<file path="src/common/icache_macros.svh">
////////////////////////////////////////////////////////////////////////////
// Instruction cache geometry shared by packages and RTL
// ICACHE_DW is both the fetch window and the AXI data width
// A line must hold at least two windows (ICACHE_P_LINE > 3)
////////////////////////////////////////////////////////////////////////////

`ifndef ICACHE_MACROS_SVH
`define ICACHE_MACROS_SVH

// Physical address width in bits
`define ICACHE_AW 32

// Set index bits, 16 sets
`define ICACHE_P_SETS 4

// Line offset bits, 16-byte lines
`define ICACHE_P_LINE 4

// Associativity
`define ICACHE_WAYS 2

// Fetch window and bus width
`define ICACHE_DW 64

// Whatever is left above index and offset
`define ICACHE_TAG_W (`ICACHE_AW - `ICACHE_P_SETS - `ICACHE_P_LINE)

`endif

</file>
<file path="src/common/icache_pkg.sv">
////////////////////////////////////////////////////////////////////////////
// Cache-side types for the instruction cache
// Widths come from icache_macros.svh
////////////////////////////////////////////////////////////////////////////

`include "icache_macros.svh"

package icache_pkg;

   // Windows per line, as an index width
   localparam int BEAT_W = `ICACHE_P_LINE - $clog2(`ICACHE_DW / 8);

   typedef struct packed {
      logic                   valid;
      logic [`ICACHE_AW-1:0]  paddr;   // Aligned to the fetch window
   } fetch_req_t;

   typedef struct packed {
      logic [`ICACHE_TAG_W-1:0] tag;
      logic                     v;
   } tag_entry_t;

   typedef logic [`ICACHE_DW-1:0] payload_t;

   typedef enum logic [2:0] {BOOT, IDLE, REPLACE, REFILL, INVALIDATE} ctrl_state_t;

   // Write command toward the tag and payload arrays
   typedef struct packed {
      logic                       we;
      logic [`ICACHE_P_SETS-1:0]  set;
      logic [`ICACHE_WAYS-1:0]    way;    // One bit per way
      logic [BEAT_W-1:0]          beat;
   } ram_wr_t;

endpackage

</file>
<file path="src/common/axi_rd_pkg.sv">
////////////////////////////////////////////////////////////////////////////
// AXI read channel types, INCR bursts only
// Side-band fields are not carried
////////////////////////////////////////////////////////////////////////////

`include "icache_macros.svh"

package axi_rd_pkg;

   // AR channel request
   typedef struct packed {
      logic [`ICACHE_AW-1:0]  addr;
      logic [7:0]             len;    // Beats minus one
      logic [2:0]             size;   // Log2 of bytes per beat
   } axi_ar_t;

   // R channel beat, response code not carried
   typedef struct packed {
      logic [`ICACHE_DW-1:0]  data;
      logic                   last;
   } axi_r_t;

endpackage

</file>
<file path="src/icache/icache_ram.sv">
////////////////////////////////////////////////////////////////////////////
// Single-port RAM with registered read
// Read output only updates while en_i is high and holds otherwise
// Writes do not depend on en_i. Contents are undefined after power-up
////////////////////////////////////////////////////////////////////////////

module icache_ram
#(
   parameter type entry_t = logic [31:0],
   parameter int  DEPTH   = 16
)
(
   input  logic                      clk,
   input  logic                      en_i,
   input  logic                      we_i,
   input  logic [$clog2(DEPTH)-1:0]  addr_i,
   input  entry_t                    wdata_i,
   output entry_t                    rdata_o
);

   entry_t mem [DEPTH];

   always_ff @(posedge clk)
   begin
      if (we_i)
         mem[addr_i] <= wdata_i;
      // Old contents on a same-cycle write
      if (en_i)
         rdata_o <= mem[addr_i];
   end

endmodule

</file>
<file path="src/icache/icache_ctrl.sv">
////////////////////////////////////////////////////////////////////////////
// Instruction cache controller FSM
// Boot sweep clears one set per cycle; invalidate takes a single cycle
// Round-robin victim pointer steps once per completed refill
////////////////////////////////////////////////////////////////////////////

`include "icache_macros.svh"

module icache_ctrl
(
   input  logic                        clk,
   input  logic                        arst_n_i,
   input  icache_pkg::fetch_req_t      fetch_req_i,   // Stage-1 request
   input  logic                        inv_i,
   input  logic [`ICACHE_AW-1:0]       inv_paddr_i,
   input  logic                        s2_miss_i,
   input  logic [`ICACHE_AW-1:0]       s2_paddr_i,
   input  logic                        refill_done_i,
   output icache_pkg::ctrl_state_t     state_o,
   output icache_pkg::ram_wr_t         tag_wr_o,
   output icache_pkg::tag_entry_t      tag_din_o,
   output logic [`ICACHE_P_SETS-1:0]   tag_addr_o,
   output logic                        stall_o,
   output logic                        ar_load_o
);

   localparam int VW = $clog2(`ICACHE_WAYS);

   icache_pkg::ctrl_state_t   state_q;
   icache_pkg::ctrl_state_t   state_nxt;
   logic [`ICACHE_P_SETS-1:0] sweep_q;
   logic [`ICACHE_P_SETS-1:0] inv_set_q;
   logic [VW-1:0]             victim_q;

   always_comb
   begin
      state_nxt = state_q;
      case (state_q)
         icache_pkg::BOOT:
            if (&sweep_q)
               state_nxt = icache_pkg::IDLE;   // Last set cleared
         icache_pkg::IDLE:
            if (inv_i)
               state_nxt = icache_pkg::INVALIDATE;
            else if (s2_miss_i)
               state_nxt = icache_pkg::REPLACE;
         icache_pkg::REPLACE:
            state_nxt = icache_pkg::REFILL;
         icache_pkg::REFILL:
            if (refill_done_i)
               state_nxt = icache_pkg::IDLE;
         icache_pkg::INVALIDATE:
            state_nxt = icache_pkg::IDLE;
         default:
            state_nxt = icache_pkg::BOOT;
      endcase
   end

   always_ff @(posedge clk or negedge arst_n_i)
   begin
      if (!arst_n_i)
      begin
         state_q  <= icache_pkg::BOOT;
         sweep_q  <= '0;
         victim_q <= '0;
      end
      else
      begin
         state_q <= state_nxt;
         if (state_q == icache_pkg::BOOT)
            sweep_q <= sweep_q + 1'b1;
         if (state_q == icache_pkg::REFILL && refill_done_i)
            victim_q <= victim_q + 1'b1;   // Next victim once the line is in
      end
   end

   // Set to clear, latched with the request
   always_ff @(posedge clk)
   begin
      if (state_q == icache_pkg::IDLE && inv_i)
         inv_set_q <= inv_paddr_i[`ICACHE_P_LINE +: `ICACHE_P_SETS];
   end

   always_comb
   begin
      case (state_q)
         icache_pkg::BOOT:       tag_addr_o = sweep_q;
         icache_pkg::REPLACE:    tag_addr_o = s2_paddr_i[`ICACHE_P_LINE +: `ICACHE_P_SETS];
         icache_pkg::INVALIDATE: tag_addr_o = inv_set_q;
         default:                tag_addr_o = fetch_req_i.paddr[`ICACHE_P_LINE +: `ICACHE_P_SETS];
      endcase
   end

   always_comb
   begin
      tag_wr_o.we   = (state_q == icache_pkg::BOOT) || (state_q == icache_pkg::REPLACE) ||
                      (state_q == icache_pkg::INVALIDATE);
      tag_wr_o.set  = tag_addr_o;
      tag_wr_o.beat = '0;
      if (state_q == icache_pkg::REPLACE || state_q == icache_pkg::REFILL)
      begin
         tag_wr_o.way           = '0;
         tag_wr_o.way[victim_q] = 1'b1;   // Victim only
      end
      else
         tag_wr_o.way = '1;               // Clear every way
   end

   always_comb
   begin
      tag_din_o = '0;
      if (state_q == icache_pkg::REPLACE)
      begin
         tag_din_o.tag = s2_paddr_i[`ICACHE_AW-1 -: `ICACHE_TAG_W];
         tag_din_o.v   = 1'b1;
      end
   end

   assign stall_o   = (state_q != icache_pkg::IDLE) || s2_miss_i;
   assign ar_load_o = (state_q == icache_pkg::REPLACE);
   assign state_o   = state_q;

endmodule

</file>
<file path="src/icache/icache_lookup.sv">
////////////////////////////////////////////////////////////////////////////
// Stage-2 tag compare and output window register
// After a refill the held request retires from the bus copy
////////////////////////////////////////////////////////////////////////////

`include "icache_macros.svh"

module icache_lookup
(
   input  logic                                         clk,
   input  logic                                         arst_n_i,
   input  icache_pkg::fetch_req_t                       s2_req_i,
   input  icache_pkg::tag_entry_t [`ICACHE_WAYS-1:0]    tag_i,
   input  icache_pkg::payload_t   [`ICACHE_WAYS-1:0]    data_i,
   input  icache_pkg::ctrl_state_t                      state_i,
   input  logic                                         bypass_we_i,
   input  icache_pkg::payload_t                         bypass_data_i,
   input  logic                                         stall_i,
   output logic                                         s2_miss_o,
   output icache_pkg::payload_t                         ins_o,
   output logic                                         valid_o
);

   localparam int HW = $clog2(`ICACHE_WAYS);

   logic [`ICACHE_WAYS-1:0] hit_vec;
   logic [HW-1:0]           hit_way;
   logic                    refilled_q;   // Stage 2 already served by refill

   always_comb
   begin
      hit_way = '0;
      for (int w = 0; w < `ICACHE_WAYS; w++)
      begin
         hit_vec[w] = tag_i[w].v && (tag_i[w].tag == s2_req_i.paddr[`ICACHE_AW-1 -: `ICACHE_TAG_W]);
         if (hit_vec[w])
            hit_way = HW'(w);
      end
   end

   assign s2_miss_o = s2_req_i.valid && !(|hit_vec) && !refilled_q &&
                      (state_i == icache_pkg::IDLE);

   always_ff @(posedge clk or negedge arst_n_i)
   begin
      if (!arst_n_i)
      begin
         refilled_q <= 1'b0;
         valid_o    <= 1'b0;
      end
      else
      begin
         if (state_i == icache_pkg::REFILL)
            refilled_q <= 1'b1;
         else if (!stall_i)
            refilled_q <= 1'b0;
         valid_o <= !stall_i && s2_req_i.valid;
      end
   end

   always_ff @(posedge clk)
   begin
      if (bypass_we_i)
         ins_o <= bypass_data_i;     // Requested beat off the bus
      else if (!stall_i && !refilled_q)
         ins_o <= data_i[hit_way];
   end

endmodule

</file>
<file path="src/icache/icache_refill.sv">
////////////////////////////////////////////////////////////////////////////
// Line refill over AXI, one INCR burst per miss
// Beats are assumed to arrive in address order starting at the line base
////////////////////////////////////////////////////////////////////////////

`include "icache_macros.svh"

module icache_refill
(
   input  logic                                              clk,
   input  logic                                              arst_n_i,
   input  icache_pkg::ctrl_state_t                           state_i,
   input  logic                                              ar_load_i,
   input  logic [`ICACHE_AW-1:0]                             miss_paddr_i,
   input  logic                                              ar_ready_i,
   input  logic                                              r_valid_i,
   input  axi_rd_pkg::axi_r_t                                r_i,
   output logic                                              ar_valid_o,
   output axi_rd_pkg::axi_ar_t                               ar_o,
   output logic                                              r_ready_o,
   output logic                                              pay_we_o,
   output logic [`ICACHE_P_SETS+icache_pkg::BEAT_W-1:0]      pay_addr_o,
   output icache_pkg::payload_t                              pay_din_o,
   output logic                                              bypass_we_o,
   output logic                                              refill_done_o
);

   localparam int BW  = icache_pkg::BEAT_W;
   localparam int OFS = `ICACHE_P_LINE - BW;   // Byte offset bits in a beat

   logic          r_hs;
   logic [BW-1:0] beat_q;

   assign r_ready_o = (state_i == icache_pkg::REFILL);
   assign r_hs      = r_valid_i && r_ready_o;

   always_ff @(posedge clk or negedge arst_n_i)
   begin
      if (!arst_n_i)
         ar_valid_o <= 1'b0;
      else if (ar_load_i)
         ar_valid_o <= 1'b1;
      else if (ar_valid_o && ar_ready_i)
         ar_valid_o <= 1'b0;
   end

   // Held stable until the handshake
   always_ff @(posedge clk)
   begin
      if (ar_load_i)
      begin
         ar_o.addr <= {miss_paddr_i[`ICACHE_AW-1:`ICACHE_P_LINE], {`ICACHE_P_LINE{1'b0}}};
         ar_o.len  <= 8'((1 << BW) - 1);
         ar_o.size <= 3'(OFS);
      end
   end

   always_ff @(posedge clk or negedge arst_n_i)
   begin
      if (!arst_n_i)
         beat_q <= '0;
      else if (!r_ready_o)
         beat_q <= '0;
      else if (r_hs)
         beat_q <= beat_q + 1'b1;
   end

   assign pay_we_o      = r_hs;
   assign pay_addr_o    = {miss_paddr_i[`ICACHE_P_LINE +: `ICACHE_P_SETS], beat_q};
   assign pay_din_o     = r_i.data;
   assign bypass_we_o   = r_hs && (beat_q == miss_paddr_i[OFS +: BW]);  // Window asked for
   assign refill_done_o = r_hs && r_i.last;

endmodule

</file>
<file path="src/icache/icache_top.sv">
////////////////////////////////////////////////////////////////////////////
// Two-way instruction cache, physical addresses, two-cycle hit latency
// Consumer must take every valid_o; AXI responses are not checked
////////////////////////////////////////////////////////////////////////////

`include "icache_macros.svh"

module icache_top
(
   input  logic                     clk,
   input  logic                     arst_n_i,
   input  icache_pkg::fetch_req_t   fetch_req_i,
   input  logic                     inv_i,
   input  logic [`ICACHE_AW-1:0]    inv_paddr_i,
   output logic                     stall_o,
   output icache_pkg::payload_t     ins_o,
   output logic                     valid_o,
   output logic                     ar_valid_o,
   output axi_rd_pkg::axi_ar_t      ar_o,
   input  logic                     ar_ready_i,
   input  logic                     r_valid_i,
   input  axi_rd_pkg::axi_r_t       r_i,
   output logic                     r_ready_o
);

   localparam int BW     = icache_pkg::BEAT_W;
   localparam int PAY_AW = `ICACHE_P_SETS + BW;

   icache_pkg::fetch_req_t                      s1_req;
   icache_pkg::fetch_req_t                      s2_req;
   icache_pkg::ctrl_state_t                     state;
   icache_pkg::ram_wr_t                         tag_wr;
   icache_pkg::ram_wr_t                         pay_wr;
   icache_pkg::tag_entry_t                      tag_din;
   logic [`ICACHE_P_SETS-1:0]                   tag_addr;
   icache_pkg::tag_entry_t [`ICACHE_WAYS-1:0]   tag_rd;
   icache_pkg::payload_t   [`ICACHE_WAYS-1:0]   data_rd;
   logic                                        s2_miss;
   logic                                        ar_load;
   logic                                        pay_we;
   logic [PAY_AW-1:0]                           pay_addr;
   logic [PAY_AW-1:0]                           pay_ram_addr;
   icache_pkg::payload_t                        pay_din;
   logic                                        bypass_we;
   logic                                        refill_done;

   // Both stages hold while stalled
   always_ff @(posedge clk or negedge arst_n_i)
   begin
      if (!arst_n_i)
      begin
         s1_req <= '0;
         s2_req <= '0;
      end
      else if (!stall_o)
      begin
         s1_req <= fetch_req_i;
         s2_req <= s1_req;
      end
   end

   // Refill writes go to the victim way
   assign pay_wr.we   = pay_we;
   assign pay_wr.set  = pay_addr[PAY_AW-1 -: `ICACHE_P_SETS];
   assign pay_wr.way  = tag_wr.way;
   assign pay_wr.beat = pay_addr[BW-1:0];

   assign pay_ram_addr = pay_wr.we ? {pay_wr.set, pay_wr.beat}
                                   : s1_req.paddr[`ICACHE_P_LINE-BW +: PAY_AW];

   for (genvar w = 0; w < `ICACHE_WAYS; w++)
   begin : g_way
      icache_ram #(
         .entry_t (icache_pkg::tag_entry_t),
         .DEPTH   (1 << `ICACHE_P_SETS)
      ) u_tag_ram (
         .clk     (clk),
         .en_i    (!stall_o),
         .we_i    (tag_wr.we && tag_wr.way[w]),
         .addr_i  (tag_addr),
         .wdata_i (tag_din),
         .rdata_o (tag_rd[w])
      );

      icache_ram #(
         .entry_t (icache_pkg::payload_t),
         .DEPTH   (1 << PAY_AW)
      ) u_pay_ram (
         .clk     (clk),
         .en_i    (!stall_o),
         .we_i    (pay_wr.we && pay_wr.way[w]),
         .addr_i  (pay_ram_addr),
         .wdata_i (pay_din),
         .rdata_o (data_rd[w])
      );
   end

   icache_ctrl u_ctrl (
      .clk           (clk),
      .arst_n_i      (arst_n_i),
      .fetch_req_i   (s1_req),
      .inv_i         (inv_i),
      .inv_paddr_i   (inv_paddr_i),
      .s2_miss_i     (s2_miss),
      .s2_paddr_i    (s2_req.paddr),
      .refill_done_i (refill_done),
      .state_o       (state),
      .tag_wr_o      (tag_wr),
      .tag_din_o     (tag_din),
      .tag_addr_o    (tag_addr),
      .stall_o       (stall_o),
      .ar_load_o     (ar_load)
   );

   icache_lookup u_lookup (
      .clk           (clk),
      .arst_n_i      (arst_n_i),
      .s2_req_i      (s2_req),
      .tag_i         (tag_rd),
      .data_i        (data_rd),
      .state_i       (state),
      .bypass_we_i   (bypass_we),
      .bypass_data_i (pay_din),
      .stall_i       (stall_o),
      .s2_miss_o     (s2_miss),
      .ins_o         (ins_o),
      .valid_o       (valid_o)
   );

   icache_refill u_refill (
      .clk           (clk),
      .arst_n_i      (arst_n_i),
      .state_i       (state),
      .ar_load_i     (ar_load),
      .miss_paddr_i  (s2_req.paddr),
      .ar_ready_i    (ar_ready_i),
      .r_valid_i     (r_valid_i),
      .r_i           (r_i),
      .ar_valid_o    (ar_valid_o),
      .ar_o          (ar_o),
      .r_ready_o     (r_ready_o),
      .pay_we_o      (pay_we),
      .pay_addr_o    (pay_addr),
      .pay_din_o     (pay_din),
      .bypass_we_o   (bypass_we),
      .refill_done_o (refill_done)
   );

endmodule

</file>
<file path="config.mk">
export PLATFORM = sky130hd
export DESIGN_NAME = icache_top
export DESIGN_NICKNAME = d
export VERILOG_FILES = /design/src/common/icache_pkg.sv /design/src/common/axi_rd_pkg.sv /design/src/icache/icache_ram.sv /design/src/icache/icache_ctrl.sv /design/src/icache/icache_lookup.sv /design/src/icache/icache_refill.sv /design/src/icache/icache_top.sv
export VERILOG_INCLUDE_DIRS = /design/src /design/src/common
export SDC_FILE = /design/constraint.sdc
export NUM_CORES = 2
export LEC_CHECK = 0
export BUFFER_PORTS_ARGS = -buffer_cell sky130_fd_sc_hd__buf_2
export CORE_AREA = 4 4 639 641
export DETAILED_ROUTE_END_ITERATION = 7
export DIE_AREA = 0 0 643 645
export PLACE_DENSITY = 0.69
export SLEW_MARGIN = 25
export SYNTH_ARGS = -nofsm -noshare
export SYNTH_HDL_FRONTEND = slang
export SYNTH_MEMORY_MAX_BITS = 65536
export SYNTH_SLANG_ARGS = --single-unit
</file>
<file path="constraint.sdc">
create_clock -name clk -period 5.7 [get_ports clk]
set_input_delay 1.14 -clock clk [delete_from_list [all_inputs] [get_ports clk]]
set_output_delay 1.14 -clock clk [all_outputs]
set_load 0.05 [all_outputs]
</file>
==> flow_summary.yaml <==
timing:
  setup_ws_ps: 595
  setup_tns_ps: 0
  setup_violations: 0
  clock-skew-final_ps: 83.6
  drv_slew: 0
  grt_setup_unrepaired: "false"
  worst_slew_pin_slew_ps: 1150
  fmaxAchievable_mhz: 196
  layout_min_cycle_time_ps: 5100
  hold_violations: 0
  maxSlewHeadroom: 0.230
  fin_crit_sh: 0.896
critical_path:
  r2r_end: "g_way[1].u_pay_ram.rdata_o[14]"
  crit_required_ps: 4560
  arrival_ps: 3960
  path_max_fanout: 5
  start_kind: "flop"
  crit_path_max_incr_delay_ps: 540
  crit_end: "stall_o"
  end_kind: "output pin"
  crit_cells: 9
  rrSetupSlack_ps: 1080
  r2r_start: "u_ctrl.state_o[0]"
  slowest_stage: "dfrtp_1"
  ff2ff_path_depth: 8
  worstPathCellList: "xnor2_1 > nand4_1 > nor4_1 > buf_4 > a41oi_1 > a21boi_4 > buf_12 > inv_1 > buf_2"
  crit_family: "buffers and inverters"
  crit_type: "reg -> out"
  crit_buf_inv: 4
  critPathLaunch: "s2_req[17]"
min_path:
  hp-class: "in -> async"
flow_run:
  maxCapViolations: 0
layout:
  layout-drive-gt1-share: 0.136
  nets: 11808
  synthToLayoutAreaGrowth_pct: 13.6
die:
  dieArea_um2: 415000
  rows: 233
  die_y_um: 645
  core_um2: 402000
  io_pins: 246
  fp.dieW_um: 643
  initial_core_util: 0.499
synth:
  ys.warnings.count: 0
  ys_ff_latch: 5242
  ys_seq_area_frac: 0.782
  synth_edf_count: 5170
  synth_area_um2: 201000
  synth_cells: 11119
  syn_avg_cell_area_um2: 18.1
  synth-main-ff-cell: "edfxtp_1"
  ys_types: 53
  synthArstFlopShare: 0.0137
clock_network:
  cts_sinks: 5242
  htree_levels: 6
  clk_pin_slew_ps: 60
  cts.path.max_buffers: 4
  ctsRootBufferMaster: "clkbuf_16"
  clock_latency_ps: 1080
  cts_buffers: 536
  cts_resized: 0
  hold_buffers: 0
  cts_setup_buffers: 0
  cts_tree: "yes"
pwr:
  ir_worst_vdd_v: 0.000962
  powerDensity_nw_per_um2: 500
  p_leak_nw: 80.8
drt:
  post_drt_via_cell_ratio: 6.48
  num_vias: 112776
  wl_per_cell_um: 33.4
  drt_iter0_markers: 17425
  wl_um: 582000
  antenna_left: 0
  drc: 0
  dr.pass1.iters: 6
global_routing:
  grt-busiest-layer: "met2"
  grt_util_met1: 0.369
  grt_pass1_vias: 109076
  grt_max_degree: 201
  met2_usage: 0.424
  gr-total-overflow: 0
  grt_pass1_wl_um: 811000
  met3_usage: 0.0598
  grt_use_total: 0.273
  antenna_found_initial: 54
placement:
  post-place-ws_ps: 741
  port_buffers: 199
  gp_congestion: 0.837
  dp_hpwl_um: 313000
outcome:
  status: "finished, final reports clean"
==> cells in the final DEF (no fill, tap or decap), types with 7 or more instances in the layout <==
| cell type | n |
|---|---|
| nor2_4 | 65 |
| nand3_1 | 263 |
| a21oi_1 | 167 |
| buf_4 | 373 |
| nor3_1 | 9 |
| xnor2_1 | 33 |
| buf_2 | 172 |
| a32oi_1 | 50 |
| mux2_2 | 66 |
| nand2_1 | 293 |
| buf_12 | 167 |
| clkbuf_1 | 132 |
| nor2_2 | 32 |
| mux2i_1 | 2216 |
| clkinv_8 | 14 |
| clkinv_16 | 10 |
| conb_1 | 15 |
| o22ai_1 | 1026 |
| clkinv_2 | 70 |
| dfrtp_1 | 72 |
| nor3b_1 | 7 |
| nand2_4 | 12 |
| a31oi_1 | 101 |
| inv_6 | 16 |
| nand4_1 | 10 |
| nor4_1 | 262 |
| xor2_1 | 22 |
| a211oi_1 | 50 |
| clkbuf_16 | 546 |
| diode_2 | 47 |
| nor2_1 | 73 |
| inv_16 | 14 |
| a221o_1 | 100 |
| edfxtp_1 | 5170 |
| and3_2 | 22 |
| bufinv_16 | 22 |
| clkinv_1 | 106 |
| o21ai_0 | 204 |
==> routing by layer <==
| layer | up-vias | share of wire | wire [um] |
|---|---|---|---|
| met4 | 20 | 0.052 | 30300 |
| met2 | 7394 | 0.46 | 270000 |
| li1 | 46159 | - | - |
| met3 | 1435 | 0.12 | 67300 |
| met5 | - | 0.00057 | 330 |
| met1 | 57768 | 0.37 | 215000 |
==> cell families (layout without fill, tap and decap cells) <==
family | Yosys count | after routing | synth area share
muxes | 2292 | 2292 | 0.115
xor gates and xnor gates | 55 | 55 | 0.00240
AOI/OAI and AO/OA | 1715 | 1715 | 0.0540
adders and majority gates | 1 | 1 | 0.0000623
DFF | 5242 | 5242 | 0.782
other | 2 | 62 | 0.0000374
and+or+nand+nor | 1092 | 1092 | 0.0266
buffers and inverters | 720 | 1663 | 0.0205
==> worst register-to-register path, cell delays in order, from the launching register on <==
cell and delay, ps:
dfrtp_1 770, nand4b_4 540, mux2i_4 1030, buf_4 330
buf_4 420, mux2i_1 290, o22ai_1 110, nor4_1 690
nand2_1 130
==> sequential cells by signal, indices dropped and copies added (netlist names), 28 cells and up <==
register                 count
g_way.u_pay_ram.rdata_o    128
g_way.u_tag_ram.mem        800
s1_req                      30
s2_req                      30
g_way.u_pay_ram.mem       4096
g_way.u_tag_ram.rdata_o     50
u_lookup.ins_o              64
u_refill.ar_o               28
==> power breakdown <==
| group | total [W] | switching (W) | internal (W) |
|---|---|---|---|
| Combinational | 0.0334 | 0.0218 | 0.0117 |
| Clock | 0.0334 | 0.0147 | 0.0188 |
| Sequential | 0.0472 | 0.00116 | 0.0460 |
| Total | 0.114 | 0.0376 | 0.0764 |
==> how the worst min path moves through the flow <==
| stage | to | from | cells past startpoint |
|---|---|---|---|
| floorplan | u_refill.ar_o[15] | s2_req[4] | 0 |
| global route | u_ctrl.inv_set_q[1] | inv_paddr_i[5] | 1 |
| CTS | s1_req[18] | arst_n_i | 1 |
| finish | s1_req[18] | arst_n_i | 1 |
| global placement | u_refill.ar_valid_o | u_refill.ar_valid_o | 1 |
| detailed placement | u_refill.ar_valid_o | u_refill.ar_valid_o | 1 |
==> metrics by stage <==
stage | instance area [um^2] | hold WS [ps] | total power [W] | instances | utilization
after floorplan | 201000 | 420 | 0.0699 | 11132 | -
after global placement | 211000 | 463 | 0.0800 | 16417 | 0.525
after detailed placement | 211000 | 490 | 0.0807 | 16418 | 0.525
after CTS | 228000 | 208 | 0.114 | 17359 | 0.566
after global routing | 228000 | 260 | 0.118 | 17393 | 0.567
final | 228000 | 235 | 0.114 | 17409 | 0.567
==> area by class of cell <==
cell class,instances,area (um^2)
fillers,29380,174000
multi-input cells,5170,40700
clock buffers,682,14200
well taps,5287,6620
repair buffers,716,7100
clock inverters,259,2410
inverters,6,22.5
flip-flops and latches,5242,157000
diodes,47,118
==> synthesized netlist by cell type (all sizes together), types with 2 or more instances <==
| master | number | area [um^2] |
|---|---|---|
| a211oi | 50 | 375 |
| nor4 | 262 | 1640 |
| o21ai | 206 | 1030 |
| a21oi | 171 | 856 |
| nand3 | 263 | 1320 |
| o22ai | 1026 | 6420 |
| or3 | 5 | 31.3 |
| o22a | 2 | 17.5 |
| o21a | 2 | 15.0 |
| xnor2 | 33 | 289 |
| buf | 452 | 3110 |
| mux2 | 70 | 792 |
| nand3b | 6 | 45.0 |
| a221o | 100 | 1000 |
| mux2i | 2222 | 22300 |
| dfrtp | 72 | 1800 |
| nand2 | 306 | 1150 |
| nand4 | 10 | 62.6 |
| a21o | 3 | 22.5 |
| nor3b | 7 | 52.6 |
| xor2 | 22 | 193 |
| clkbuf | 262 | 983 |
| nor2b | 5 | 31.3 |
| a31oi | 101 | 632 |
| inv | 6 | 22.5 |
| nand4b | 3 | 41.3 |
| edfxtp | 5170 | 155000 |
| a32oi | 50 | 438 |
| or2 | 6 | 37.5 |
| nand2b | 10 | 62.6 |
| conb | 2 | 7.51 |
| nor2 | 170 | 638 |
| nor3 | 9 | 45.0 |
| and3 | 25 | 156 |
| and2 | 2 | 12.5 |
Power figures use the tool's default switching activity.
